[config.mk]
export PLATFORM = sky130hd
export DESIGN_NAME = s16b_main
export DESIGN_NICKNAME = d
export VERILOG_FILES = /design/src/rtl/s16b_bus_pkg.sv /design/src/rtl/s16b_board_pkg.sv /design/src/rtl/s16b_region_decode.sv /design/src/rtl/s16b_chip_select.sv /design/src/rtl/s16b_sys_regs.sv /design/src/rtl/s16b_bus_ctrl.sv /design/src/rtl/s16b_main.sv
export SDC_FILE = /design/constraint.sdc
export NUM_CORES = 1
export LEC_CHECK = 0
export BUFFER_PORTS_ARGS = -buffer_cell sky130_fd_sc_hd__buf_4
export CAP_MARGIN = 20
export CORE_MARGIN = 1
export CORE_UTILIZATION = 51
export CTS_CLUSTER_DIAMETER = 50
export DETAILED_ROUTE_END_ITERATION = 7
export PLACE_DENSITY = 0.74
export SLEW_MARGIN = 20
export SYNTH_ARGS = -nofsm -noshare
export SYNTH_HDL_FRONTEND = slang
export SYNTH_HIERARCHICAL = 1
export SYNTH_SLANG_ARGS = --single-unit
[constraint.sdc]
create_clock -name clk -period 7 [get_ports clk]
set_input_delay 1.05 -clock clk [delete_from_list [all_inputs] [get_ports clk]]
set_output_delay 1.05 -clock clk [all_outputs]
set_load 0.01 [all_outputs]
[src/rtl/s16b_bus_pkg.sv]
package s16b_bus_pkg;

    localparam int DATA_W = 16;
    localparam int ADDR_W = 23;     // Word address, bits 23..1

    // Fixed map, region is address bits 23..21
    typedef enum logic [2:0] {
        rom0     = 3'd0,
        rom1     = 3'd1,
        rom2     = 3'd2,
        work_ram = 3'd3,
        obj_ram  = 3'd4,
        tile_ram = 3'd5,
        palette  = 3'd6,
        io       = 3'd7
    } region_e;

    typedef struct packed {
        logic [ADDR_W:1]   addr;
        logic [DATA_W-1:0] wdata;
        logic              rnw;
        logic [1:0]        dsn;     // {UDSn, LDSn}
    } s16b_host_req_t;

    typedef struct packed {
        logic rom;
        logic ram;
        logic vram;
        logic chr;
        logic obj;
        logic pal;
        logic mul;      // 5797 only
        logic tbank;
    } s16b_cs_t;

    typedef struct packed {
        logic rom;
        logic ram;
        logic vram;
        logic chr;
        logic obj;
        logic pal;
    } s16b_mem_cs_t;

    typedef struct packed {
        logic [DATA_W-1:0] chr_data;
        logic [DATA_W-1:0] pal_data;
        logic [DATA_W-1:0] obj_data;
    } s16b_vid_rd_t;

endpackage

[src/rtl/s16b_board_pkg.sv]
package s16b_board_pkg;

    localparam int ROM_AW  = 18;    // 512 kB per bank window
    localparam int TBANK_W = 6;

    // Board variants handled by the decoder
    typedef enum logic [2:0] {
        pcb_5521,
        pcb_5358_small,
        pcb_5358_large,
        pcb_5797,
        pcb_korean
    } pcb_e;

    // Address bits 13..12 inside the 5797 system register region
    typedef enum logic [1:0] {
        sel_mul   = 2'd0,
        sel_timer = 2'd1,   // Timer not fitted here
        sel_tbank = 2'd2
    } sysreg_sel_e;

    localparam logic [2:0] SYSREG_REGION = 3'd1;  // 5797 peripherals
    localparam logic [2:0] TBANK_REGION  = 3'd2;  // Tile bank on the other boards

endpackage

[src/rtl/s16b_region_decode.sv]
`timescale 1ns/1ns

module s16b_region_decode (
    input  s16b_board_pkg::pcb_e           pcb,
    input  logic [s16b_bus_pkg::ADDR_W:1]  addr,
    output s16b_bus_pkg::region_e          region,
    output logic [s16b_board_pkg::ROM_AW:1] rom_addr
);

    import s16b_bus_pkg::*;
    import s16b_board_pkg::*;

    logic [1:0] bank;

    // Top three address bits name the region
    assign region = region_e'(addr[ADDR_W:ADDR_W-2]);

    always_comb begin
        case (region)
            rom0:    bank = 2'd0;
            rom1:    bank = 2'd1;
            rom2:    bank = 2'd2;
            default: bank = 2'd0;
        endcase
    end

    // Bank placement depends on the ROM board fitted
    always_comb begin
        case (pcb)
            pcb_5797: begin
                rom_addr = addr[18:1];     // Single flat window
            end
            pcb_5358_large: begin
                rom_addr = {bank, addr[16:1]};
            end
            pcb_5358_small: begin
                rom_addr = {1'b0, bank, addr[15:1]};
            end
            pcb_korean: begin
                rom_addr = {1'b0, addr[17:1]};
            end
            default: begin
                // 5521 and alike, two banks of 256 kB
                rom_addr = {bank[0], addr[17:1]};
            end
        endcase
    end

endmodule

[src/rtl/s16b_chip_select.sv]
`timescale 1ns/1ns

module s16b_chip_select (
    input  logic                          clk,
    input  logic                          rst,
    input  s16b_board_pkg::pcb_e          pcb,
    input  logic                          bus_active,
    input  s16b_bus_pkg::region_e         region,
    input  s16b_bus_pkg::s16b_host_req_t  req_q,
    output s16b_bus_pkg::s16b_cs_t        cs
);

    import s16b_bus_pkg::*;
    import s16b_board_pkg::*;

    s16b_cs_t    cs_next;
    sysreg_sel_e sel;

    assign sel = sysreg_sel_e'(req_q.addr[13:12]);

    always_comb begin
        cs_next = '0;
        if (pcb == pcb_5797) begin
            cs_next.rom = (region == rom0) && req_q.rnw;
        end else begin
            cs_next.rom = (region inside {rom0, rom1, rom2}) && req_q.rnw;
        end
        cs_next.ram  = region == work_ram;
        cs_next.vram = (region == tile_ram) && !req_q.addr[16];
        cs_next.chr  = (region == tile_ram) && req_q.addr[16];   // Upper half is text RAM
        cs_next.obj  = region == obj_ram;
        cs_next.pal  = region == palette;

        if (pcb == pcb_5797) begin
            if (3'(region) == SYSREG_REGION) begin
                case (sel)
                    sel_mul:   cs_next.mul   = 1'b1;
                    sel_tbank: cs_next.tbank = !req_q.rnw;
                    default:   ;                     // Timer and spare slot
                endcase
            end
        end else begin
            cs_next.tbank = (3'(region) == TBANK_REGION) && !req_q.rnw;
        end
    end

    always_ff @(posedge clk or posedge rst) begin
        if (rst) begin
            cs <= '0;
        end else if (bus_active) begin
            cs <= cs_next;
        end else begin
            cs <= '0;
        end
    end

endmodule

[src/rtl/s16b_sys_regs.sv]
`timescale 1ns/1ns

module s16b_sys_regs (
    input  logic                                clk,
    input  logic                                rst,
    input  logic                                cs_mul,
    input  logic                                cs_tbank,
    input  logic                                wr_stb,
    input  s16b_bus_pkg::s16b_host_req_t        req_q,
    output logic [s16b_bus_pkg::DATA_W-1:0]     mul_rdata,
    output logic [s16b_board_pkg::TBANK_W-1:0]  tile_bank
);

    import s16b_bus_pkg::*;

    typedef enum logic [1:0] {
        mreg_a  = 2'd0,
        mreg_b  = 2'd1,
        mreg_hi = 2'd2,
        mreg_lo = 2'd3
    } mul_reg_e;

    logic                       wr;
    mul_reg_e                   mreg;
    logic signed [DATA_W-1:0]   op_a;
    logic signed [DATA_W-1:0]   op_b;
    logic signed [2*DATA_W-1:0] product;

    assign wr   = wr_stb && !req_q.rnw;
    assign mreg = mul_reg_e'(req_q.addr[2:1]);

    // Two 3-bit tile bank fields, only the low byte lane is wired
    always_ff @(posedge clk or posedge rst) begin
        if (rst) begin
            tile_bank <= '0;
        end else if (wr && cs_tbank && !req_q.dsn[0]) begin
            if (req_q.addr[1]) tile_bank[5:3] <= req_q.wdata[2:0];
            else               tile_bank[2:0] <= req_q.wdata[2:0];
        end
    end

    always_ff @(posedge clk or posedge rst) begin
        if (rst) begin
            op_a    <= '0;
            op_b    <= '0;
            product <= '0;
        end else begin
            if (wr && cs_mul && mreg == mreg_a) begin
                if (!req_q.dsn[1]) op_a[15:8] <= req_q.wdata[15:8];
                if (!req_q.dsn[0]) op_a[7:0]  <= req_q.wdata[7:0];
            end
            if (wr && cs_mul && mreg == mreg_b) begin
                if (!req_q.dsn[1]) op_b[15:8] <= req_q.wdata[15:8];
                if (!req_q.dsn[0]) op_b[7:0]  <= req_q.wdata[7:0];
            end
            product <= op_a * op_b;     // Follows the operands by one edge
        end
    end

    always_comb begin
        case (mreg)
            mreg_a:  mul_rdata = op_a;
            mreg_b:  mul_rdata = op_b;
            mreg_hi: mul_rdata = product[2*DATA_W-1:DATA_W];
            default: mul_rdata = product[DATA_W-1:0];
        endcase
    end

endmodule

[src/rtl/s16b_bus_ctrl.sv]
`timescale 1ns/1ns

module s16b_bus_ctrl #(
    parameter int FIXED_WAIT = 1
) (
    input  logic                             clk,
    input  logic                             rst,
    input  logic                             req,
    input  s16b_bus_pkg::s16b_host_req_t     host,
    output logic                             ack,
    output logic [s16b_bus_pkg::DATA_W-1:0]  rdata,
    output s16b_bus_pkg::s16b_host_req_t     req_q,
    output logic                             bus_active,
    output logic                             wr_stb,
    input  s16b_bus_pkg::s16b_cs_t           cs,
    input  logic [s16b_bus_pkg::DATA_W-1:0]  rom_data,
    input  logic                             rom_ok,
    input  logic [s16b_bus_pkg::DATA_W-1:0]  ram_data,
    input  logic                             ram_ok,
    input  s16b_bus_pkg::s16b_vid_rd_t       vid_rd,
    input  logic [s16b_bus_pkg::DATA_W-1:0]  mul_rdata
);

    import s16b_bus_pkg::*;

    localparam int CNT_MAX = (FIXED_WAIT > 1) ? FIXED_WAIT : 1;
    localparam int CNT_W   = $clog2(CNT_MAX + 1);

    typedef enum logic [2:0] {
        st_idle,
        st_select,
        st_wait,
        st_hold,
        st_release
    } state_e;

    state_e            state;
    logic [CNT_W-1:0]  cnt;         // Cycles spent in st_wait, saturating
    logic              cs_valid;
    logic              ok;
    logic              done;
    logic [DATA_W-1:0] rd_mux;

    // Selects register one edge after bus_active
    assign cs_valid = cnt != '0;

    always_comb begin
        if (cs.ram || cs.vram) ok = ram_ok;
        else if (cs.rom)       ok = rom_ok;
        else                   ok = int'(cnt) >= FIXED_WAIT;   // Also unmapped
    end

    assign done   = (state == st_wait) && cs_valid && ok;
    assign wr_stb = done;

    always_comb begin
        if (cs.ram || cs.vram) rd_mux = ram_data;
        else if (cs.rom)       rd_mux = rom_data;
        else if (cs.chr)       rd_mux = vid_rd.chr_data;
        else if (cs.pal)       rd_mux = vid_rd.pal_data;
        else if (cs.obj)       rd_mux = vid_rd.obj_data;
        else if (cs.mul)       rd_mux = mul_rdata;
        else                   rd_mux = rdata;     // Unmapped keeps last value
    end

    always_ff @(posedge clk or posedge rst) begin
        if (rst) begin
            state      <= st_idle;
            ack        <= 1'b0;
            bus_active <= 1'b0;
            cnt        <= '0;
            rdata      <= '0;
            req_q      <= '{addr: '0, wdata: '0, rnw: 1'b1, dsn: 2'b11};
        end else begin
            case (state)
                st_idle: begin
                    if (req) begin
                        req_q <= host;
                        state <= st_select;
                    end
                end
                st_select: begin
                    bus_active <= 1'b1;
                    cnt        <= '0;
                    state      <= st_wait;
                end
                st_wait: begin
                    if (done) begin
                        ack   <= 1'b1;
                        rdata <= rd_mux;
                        state <= st_hold;
                    end else if (int'(cnt) < CNT_MAX) begin
                        cnt <= cnt + 1'b1;
                    end
                end
                st_hold: begin
                    if (!req) begin
                        ack        <= 1'b0;
                        bus_active <= 1'b0;
                        state      <= st_release;
                    end
                end
                st_release: state <= st_idle;   // Selects clear on this edge
                default:    state <= st_idle;
            endcase
        end
    end

endmodule

[src/rtl/s16b_main.sv]
`timescale 1ns/1ns

module s16b_main #(
    parameter int FIXED_WAIT = 1
) (
    input  logic                                clk,
    input  logic                                rst,
    input  s16b_board_pkg::pcb_e                pcb,
    input  logic                                req,
    input  s16b_bus_pkg::s16b_host_req_t        host,
    output logic                                ack,
    output logic [s16b_bus_pkg::DATA_W-1:0]     rdata,
    output s16b_bus_pkg::s16b_mem_cs_t          mem_cs,
    output logic [s16b_board_pkg::ROM_AW:1]     rom_addr,
    output logic [15:1]                         bus_addr,
    output logic [s16b_bus_pkg::DATA_W-1:0]     wdata,
    output logic                                udswn,
    output logic                                ldswn,
    input  logic [s16b_bus_pkg::DATA_W-1:0]     rom_data,
    input  logic                                rom_ok,
    input  logic [s16b_bus_pkg::DATA_W-1:0]     ram_data,
    input  logic                                ram_ok,
    input  s16b_bus_pkg::s16b_vid_rd_t          vid_rd,
    output logic [s16b_board_pkg::TBANK_W-1:0]  tile_bank
);

    import s16b_bus_pkg::*;

    s16b_host_req_t    req_q;
    s16b_cs_t          cs;
    region_e           region;
    logic              bus_active;
    logic              wr_stb;
    logic [DATA_W-1:0] mul_rdata;

    assign mem_cs   = '{rom: cs.rom, ram: cs.ram, vram: cs.vram,
                        chr: cs.chr, obj: cs.obj, pal: cs.pal};
    assign bus_addr = req_q.addr[15:1];
    assign wdata    = req_q.wdata;
    assign udswn    = req_q.rnw | req_q.dsn[1];   // Write strobes only
    assign ldswn    = req_q.rnw | req_q.dsn[0];

    s16b_region_decode i_region_decode (
        .pcb      (pcb),
        .addr     (req_q.addr),
        .region   (region),
        .rom_addr (rom_addr)
    );

    s16b_chip_select i_chip_select (
        .clk        (clk),
        .rst        (rst),
        .pcb        (pcb),
        .bus_active (bus_active),
        .region     (region),
        .req_q      (req_q),
        .cs         (cs)
    );

    s16b_sys_regs i_sys_regs (
        .clk       (clk),
        .rst       (rst),
        .cs_mul    (cs.mul),
        .cs_tbank  (cs.tbank),
        .wr_stb    (wr_stb),
        .req_q     (req_q),
        .mul_rdata (mul_rdata),
        .tile_bank (tile_bank)
    );

    s16b_bus_ctrl #(
        .FIXED_WAIT (FIXED_WAIT)
    ) i_bus_ctrl (
        .clk        (clk),
        .rst        (rst),
        .req        (req),
        .host       (host),
        .ack        (ack),
        .rdata      (rdata),
        .req_q      (req_q),
        .bus_active (bus_active),
        .wr_stb     (wr_stb),
        .cs         (cs),
        .rom_data   (rom_data),
        .rom_ok     (rom_ok),
        .ram_data   (ram_data),
        .ram_ok     (ram_ok),
        .vid_rd     (vid_rd),
        .mul_rdata  (mul_rdata)
    );

endmodule

* Word-level counts from Yosys, hierarchy flattened
Index checks and enable logic that the tools add are counted.
Operators by class: $add $sub $neg 1, multipliers 1, order comparisons 2, equality and inequality tests 21, muxes and demuxes 29, bitwise operators 5, reduce and logical (&&, ||, !) cells 38
Operators by type and width (number):
- $mux 16 | 6
- $pmux 18 s4 | 1
- $pmux 16 s3 | 1
- $mul 16x16->32 | 1
- $eq 3x2->1 const B | 6
- $reduce_and 2->1 | 8
- $logic_and 1x1->1 | 13
- $eq 3x3->1 const B | 4
- $pmux 3 s4 | 1
- $reduce_and 3->1 | 4
- $mux 1 | 11
- $ne 2x2->1 const B | 5
- $eq 3x1->1 const B | 3
- $mux 3 | 3
- $mux 8 | 1
- $logic_not 3->1 | 2
- $pmux 1 s2 | 3
- $reduce_bool 2->1 | 3
- $reduce_bool 6->1 | 1
- $eq 2x2->1 const B | 2
- $logic_not 2->1 | 2
- $pmux 2 s2 | 1
- $logic_not 1->1 | 3
- $not 1->1 | 3
- 8 further kinds | 9
Word-level totals: register bits 142, output and inout port bits 80, logic and storage cells 121

* Longest topological paths before layout
word-level depth 8, gate-level depth with buffers 23, gate-level depth less buffers 21

* Modules after synthesis
Netlist, hierarchy kept.
Modules (own cells, without submodules):
- s16b_sys_regs | times used 1, cells an instance 1214, area each 12405.6 um^2, seq. area each 1751.7 um^2
- s16b_bus_ctrl | times used 1, cells an instance 274, area each 3200.6 um^2, seq. area each 1605.3 um^2
- s16b_chip_select | times used 1, cells an instance 28, area each 337.8 um^2, seq. area each 200.2 um^2
- s16b_region_decode | times used 1, cells an instance 36, area each 271.5 um^2, seq. area each 0.0 um^2
- s16b_main | times used 1, cells an instance 2, area each 12.5 um^2, seq. area each 0.0 um^2

* Worst setup path before layout
Ideal clock, no wire load.
kind register to register, start register i_sys_regs.op_a[15], end register i_sys_regs.product[26], library setup time 69 ps, arrival time 5799 ps, data required time 6931 ps, setup slack 1132 ps, cell stages (with the launch flop) 21, buffers on the path 1, clock period less this slack 5868 ps, cell sequence dfrtp_1 -> clkbuf_1 -> nand2_1 -> inv_1 -> fa_1 -> fa_1 -> fa_1 -> fa_1 -> fa_1 -> inv_1 -> fa_1 -> inv_1 -> ha_1 -> and3_1 -> a221oi_2 -> nor2b_1 -> a31oi_4 -> nand2_4 -> a21bo_4 -> a2111oi_2 -> nand3b_1
Between the ends: longest elaborated chain between the ends 1
Ends and longest elaborated chain:
- start, declared | line s16b_sys_regs.sv:25 | logic signed [DATA_W-1:0] op_a;
- start signal, assigned | line s16b_sys_regs.sv:49 | if (!req_q.dsn[1]) op_a[15:8] <= req_q.wdata[15:8];
- $mul 16x16->32 | line s16b_sys_regs.sv:56 | product <= op_a * op_b;
- end signal, assigned | line s16b_sys_regs.sv:56
- end, declared | line s16b_sys_regs.sv:27 | logic signed [2*DATA_W-1:0] product;
Every way passes these cells. A chain may end at the register's enable or synchronous reset.

* Worst setup path after layout
start register i_sys_regs.op_b[2], end register i_sys_regs.product[29]
Between the ends: longest elaborated chain between the ends 1
Ends and longest elaborated chain:
- start, declared | line s16b_sys_regs.sv:26 | logic signed [DATA_W-1:0] op_b;
- start signal, assigned | line s16b_sys_regs.sv:54 | if (!req_q.dsn[0]) op_b[7:0] <= req_q.wdata[7:0];
- $mul 16x16->32 | line s16b_sys_regs.sv:56
Every way passes these cells.

==> reports/qor.csv <==
metric,value,unit
status,finished clean,
syn_area,16160,um^2
drt_iter0_markers,707,
min_to,i_chip_select/cs[5],
hold-path-cell-count,1,
fin_crit_sh,92.53,%
cts_buffer_depth,2,
first_pass_iters,5,
dieArea,32390,um^2
pwr-share-seq,37.7,%
rsz0062_at_grt,no,
drive_above_1_share,22.13,%
gp_congestion,0.9321,
initial_core_util,52.27,%
grt_busiest_layer,met2,
setup_tns,0,ns
r2r-end,i_sys_regs/product[29],
skew,0.01283,ns
maxSlewViolCount,0,
cts_setup_buffers,0,
cts.sinks,140,
num_rows,64,
worstMarginPinSlew,1.077,ns
r2r-start,i_sys_regs/op_b[2],
holdWs,0.4955,ns
place_inst,2095,
p_sw,1.336,mW
grt_pass1_wl,68870,um
vias,11830,
hpwl,32770,um
die_w,180.0,um
grt_util_met1,35.99,%
path_max_fanout,18,
max_slew_margin,28.22,%
die_y,180.0,um
powerDensity,192.2,nW/um^2
criticalPathCategory,register to register,
via_per_inst,5.559,
grt.overflow.total,0,
io_pins,210,
dp_slack,0.6093,ns
max_freq,0.1544,GHz
routedWlPerCell,19.96,um
clkTransAtPathRegs,0.06,ns
drv_cap,0,
portBuffers,207,
grt_use_met3,5.227,%
max-vdd-ir-drop,0.2525,mV
reg2reg_depth,19,
clkPwrFrac,25.0,%
yosysWarnings,6,
cp_data_required_time,7.34,ns
ant_nets,0,
endpoint_kind,register,
clock_latency,0.42,ns
avgSynthCellArea,10.42,um^2
syn2layout_area_growth,14.74,%
use_met2,46.51,%
hold_viol,0,
grt_pass1_vias,12760,
sw_frac_of_total,37.51,%
syn_inst,1550,
p_leak,9.582,nW
cts_hold_buffers,0,
worstHoldStart,i_bus_ctrl/req_q[34],
worst_slack,0.5232,ns
setup_viol,0,
cts_resized,0,
h-tree-depth,4,
drc,0,
p_int,2.226,mW
drt_wl_total,42470,um
fin_cells,2128,
r2r_slack,0.52,ns
finalCriticalPeriod,6.477,ns
grt_max_degree,71,
track_usage,27.71,%
cts_tree,yes,
antenna_found_initial,2,
synth.net_count,2024,
cts_root_buf,clkbuf_16,
critPathLaunchType,register,
cts_buffers,17,
combPwrFrac,37.3,%
hp-class,register to register,
final_nets,2192,
core-area,30910,um^2
cp.arrival,6.82,ns
-- stage by stage --
step / area (um^2) / util, % / power, mW
after detailed placement: 17950 / 58.08 / 2.677
after global routing: 18530 / 59.96 / 3.732
after floorplan: 16160 / - / 2.101
final: 18540 / 59.97 / 3.562
after global placement: 17950 / 58.08 / 2.637
after CTS: 18530 / 59.95 / 3.570
-- sequential cells by signal, summed over array words and instances, names as in the netlist, 3 cells and up --
name / flops
i_bus_ctrl/state: 3
i_chip_select/cs: 8
i_sys_regs/op_b: 16
i_bus_ctrl/rdata: 16
i_bus_ctrl/req_q: 40
i_sys_regs/product: 32
i_sys_regs/tile_bank: 6
i_sys_regs/op_a: 16
-- worst max path at each step --
stage / from / end / slack [ns] / depth (start not counted)
after global placement: i_sys_regs/op_b[7] / i_sys_regs/product[26] / 0.75 / 19
after floorplan: i_sys_regs/op_a[15] / i_sys_regs/product[26] / 1.13 / 20
after detailed placement: i_sys_regs/op_b[2] / i_sys_regs/product[29] / 0.61 / 17
final: i_sys_regs/op_b[2] / i_sys_regs/product[29] / 0.52 / 19
after global routing: i_sys_regs/op_b[4] / i_sys_regs/product[29] / 0.23 / 17
after CTS: i_sys_regs/op_b[2] / i_sys_regs/product[29] / 0.59 / 17
-- layer usage --
layer,routed length (um),up-vias
li1,-,5212
met1,16930,6107
met5,0,-
met3,3034,83
met4,1547,0
met2,20950,428
-- power by group through the flow --
stage,logic (mW),registers (mW),clock network [mW]
finish,1.33,1.34,0.889
global route,1.41,1.38,0.935
CTS,1.33,1.34,0.900
detailed placement,1.33,1.35,0
global placement,1.30,1.34,0
floorplan,0.841,1.26,0
-- worst max-delay path, stage by stage (launching register included) --
cell and delay (ns):
dfrtp_1 0.83, nand2_1 0.20, inv_1 0.12, fa_1 0.58
fa_1 0.88, fa_1 0.52, fa_1 0.50, fa_1 0.50
inv_1 0.05, fa_1 0.47, inv_1 0.04, ha_1 0.34
a21o_1 0.18, a21oi_1 0.16, nand2_1 0.11, nor2_1 0.13
nand3_1 0.20, a31o_2 0.29, a21oi_1 0.17, xnor2_1 0.13
-- cell type report --
cell class / count / area (um^2)
inverter: 289 / 1085
clock inverter: 14 / 148.9
clock buffer: 18 / 429.2
multi-input combinational: 1043 / 11160
sequential: 140 / 3508
fill: 2597 / 12370
timing repair buffer: 227 / 1704
tap: 396 / 495.5
antenna: 1 / 2.502
-- cell usage in the layout, fill, tap and decap left out, types with 34 or more instances in the layout --
cell type  instances
and2_1           123
nand2_1          156
inv_1            286
buf_4            227
fa_1             262
a21oi_1           47
ha_1              82
dfrtp_1          136
mux2_2            78
nor2_1            34
Note: power is estimated with default switching activity, not from simulation.
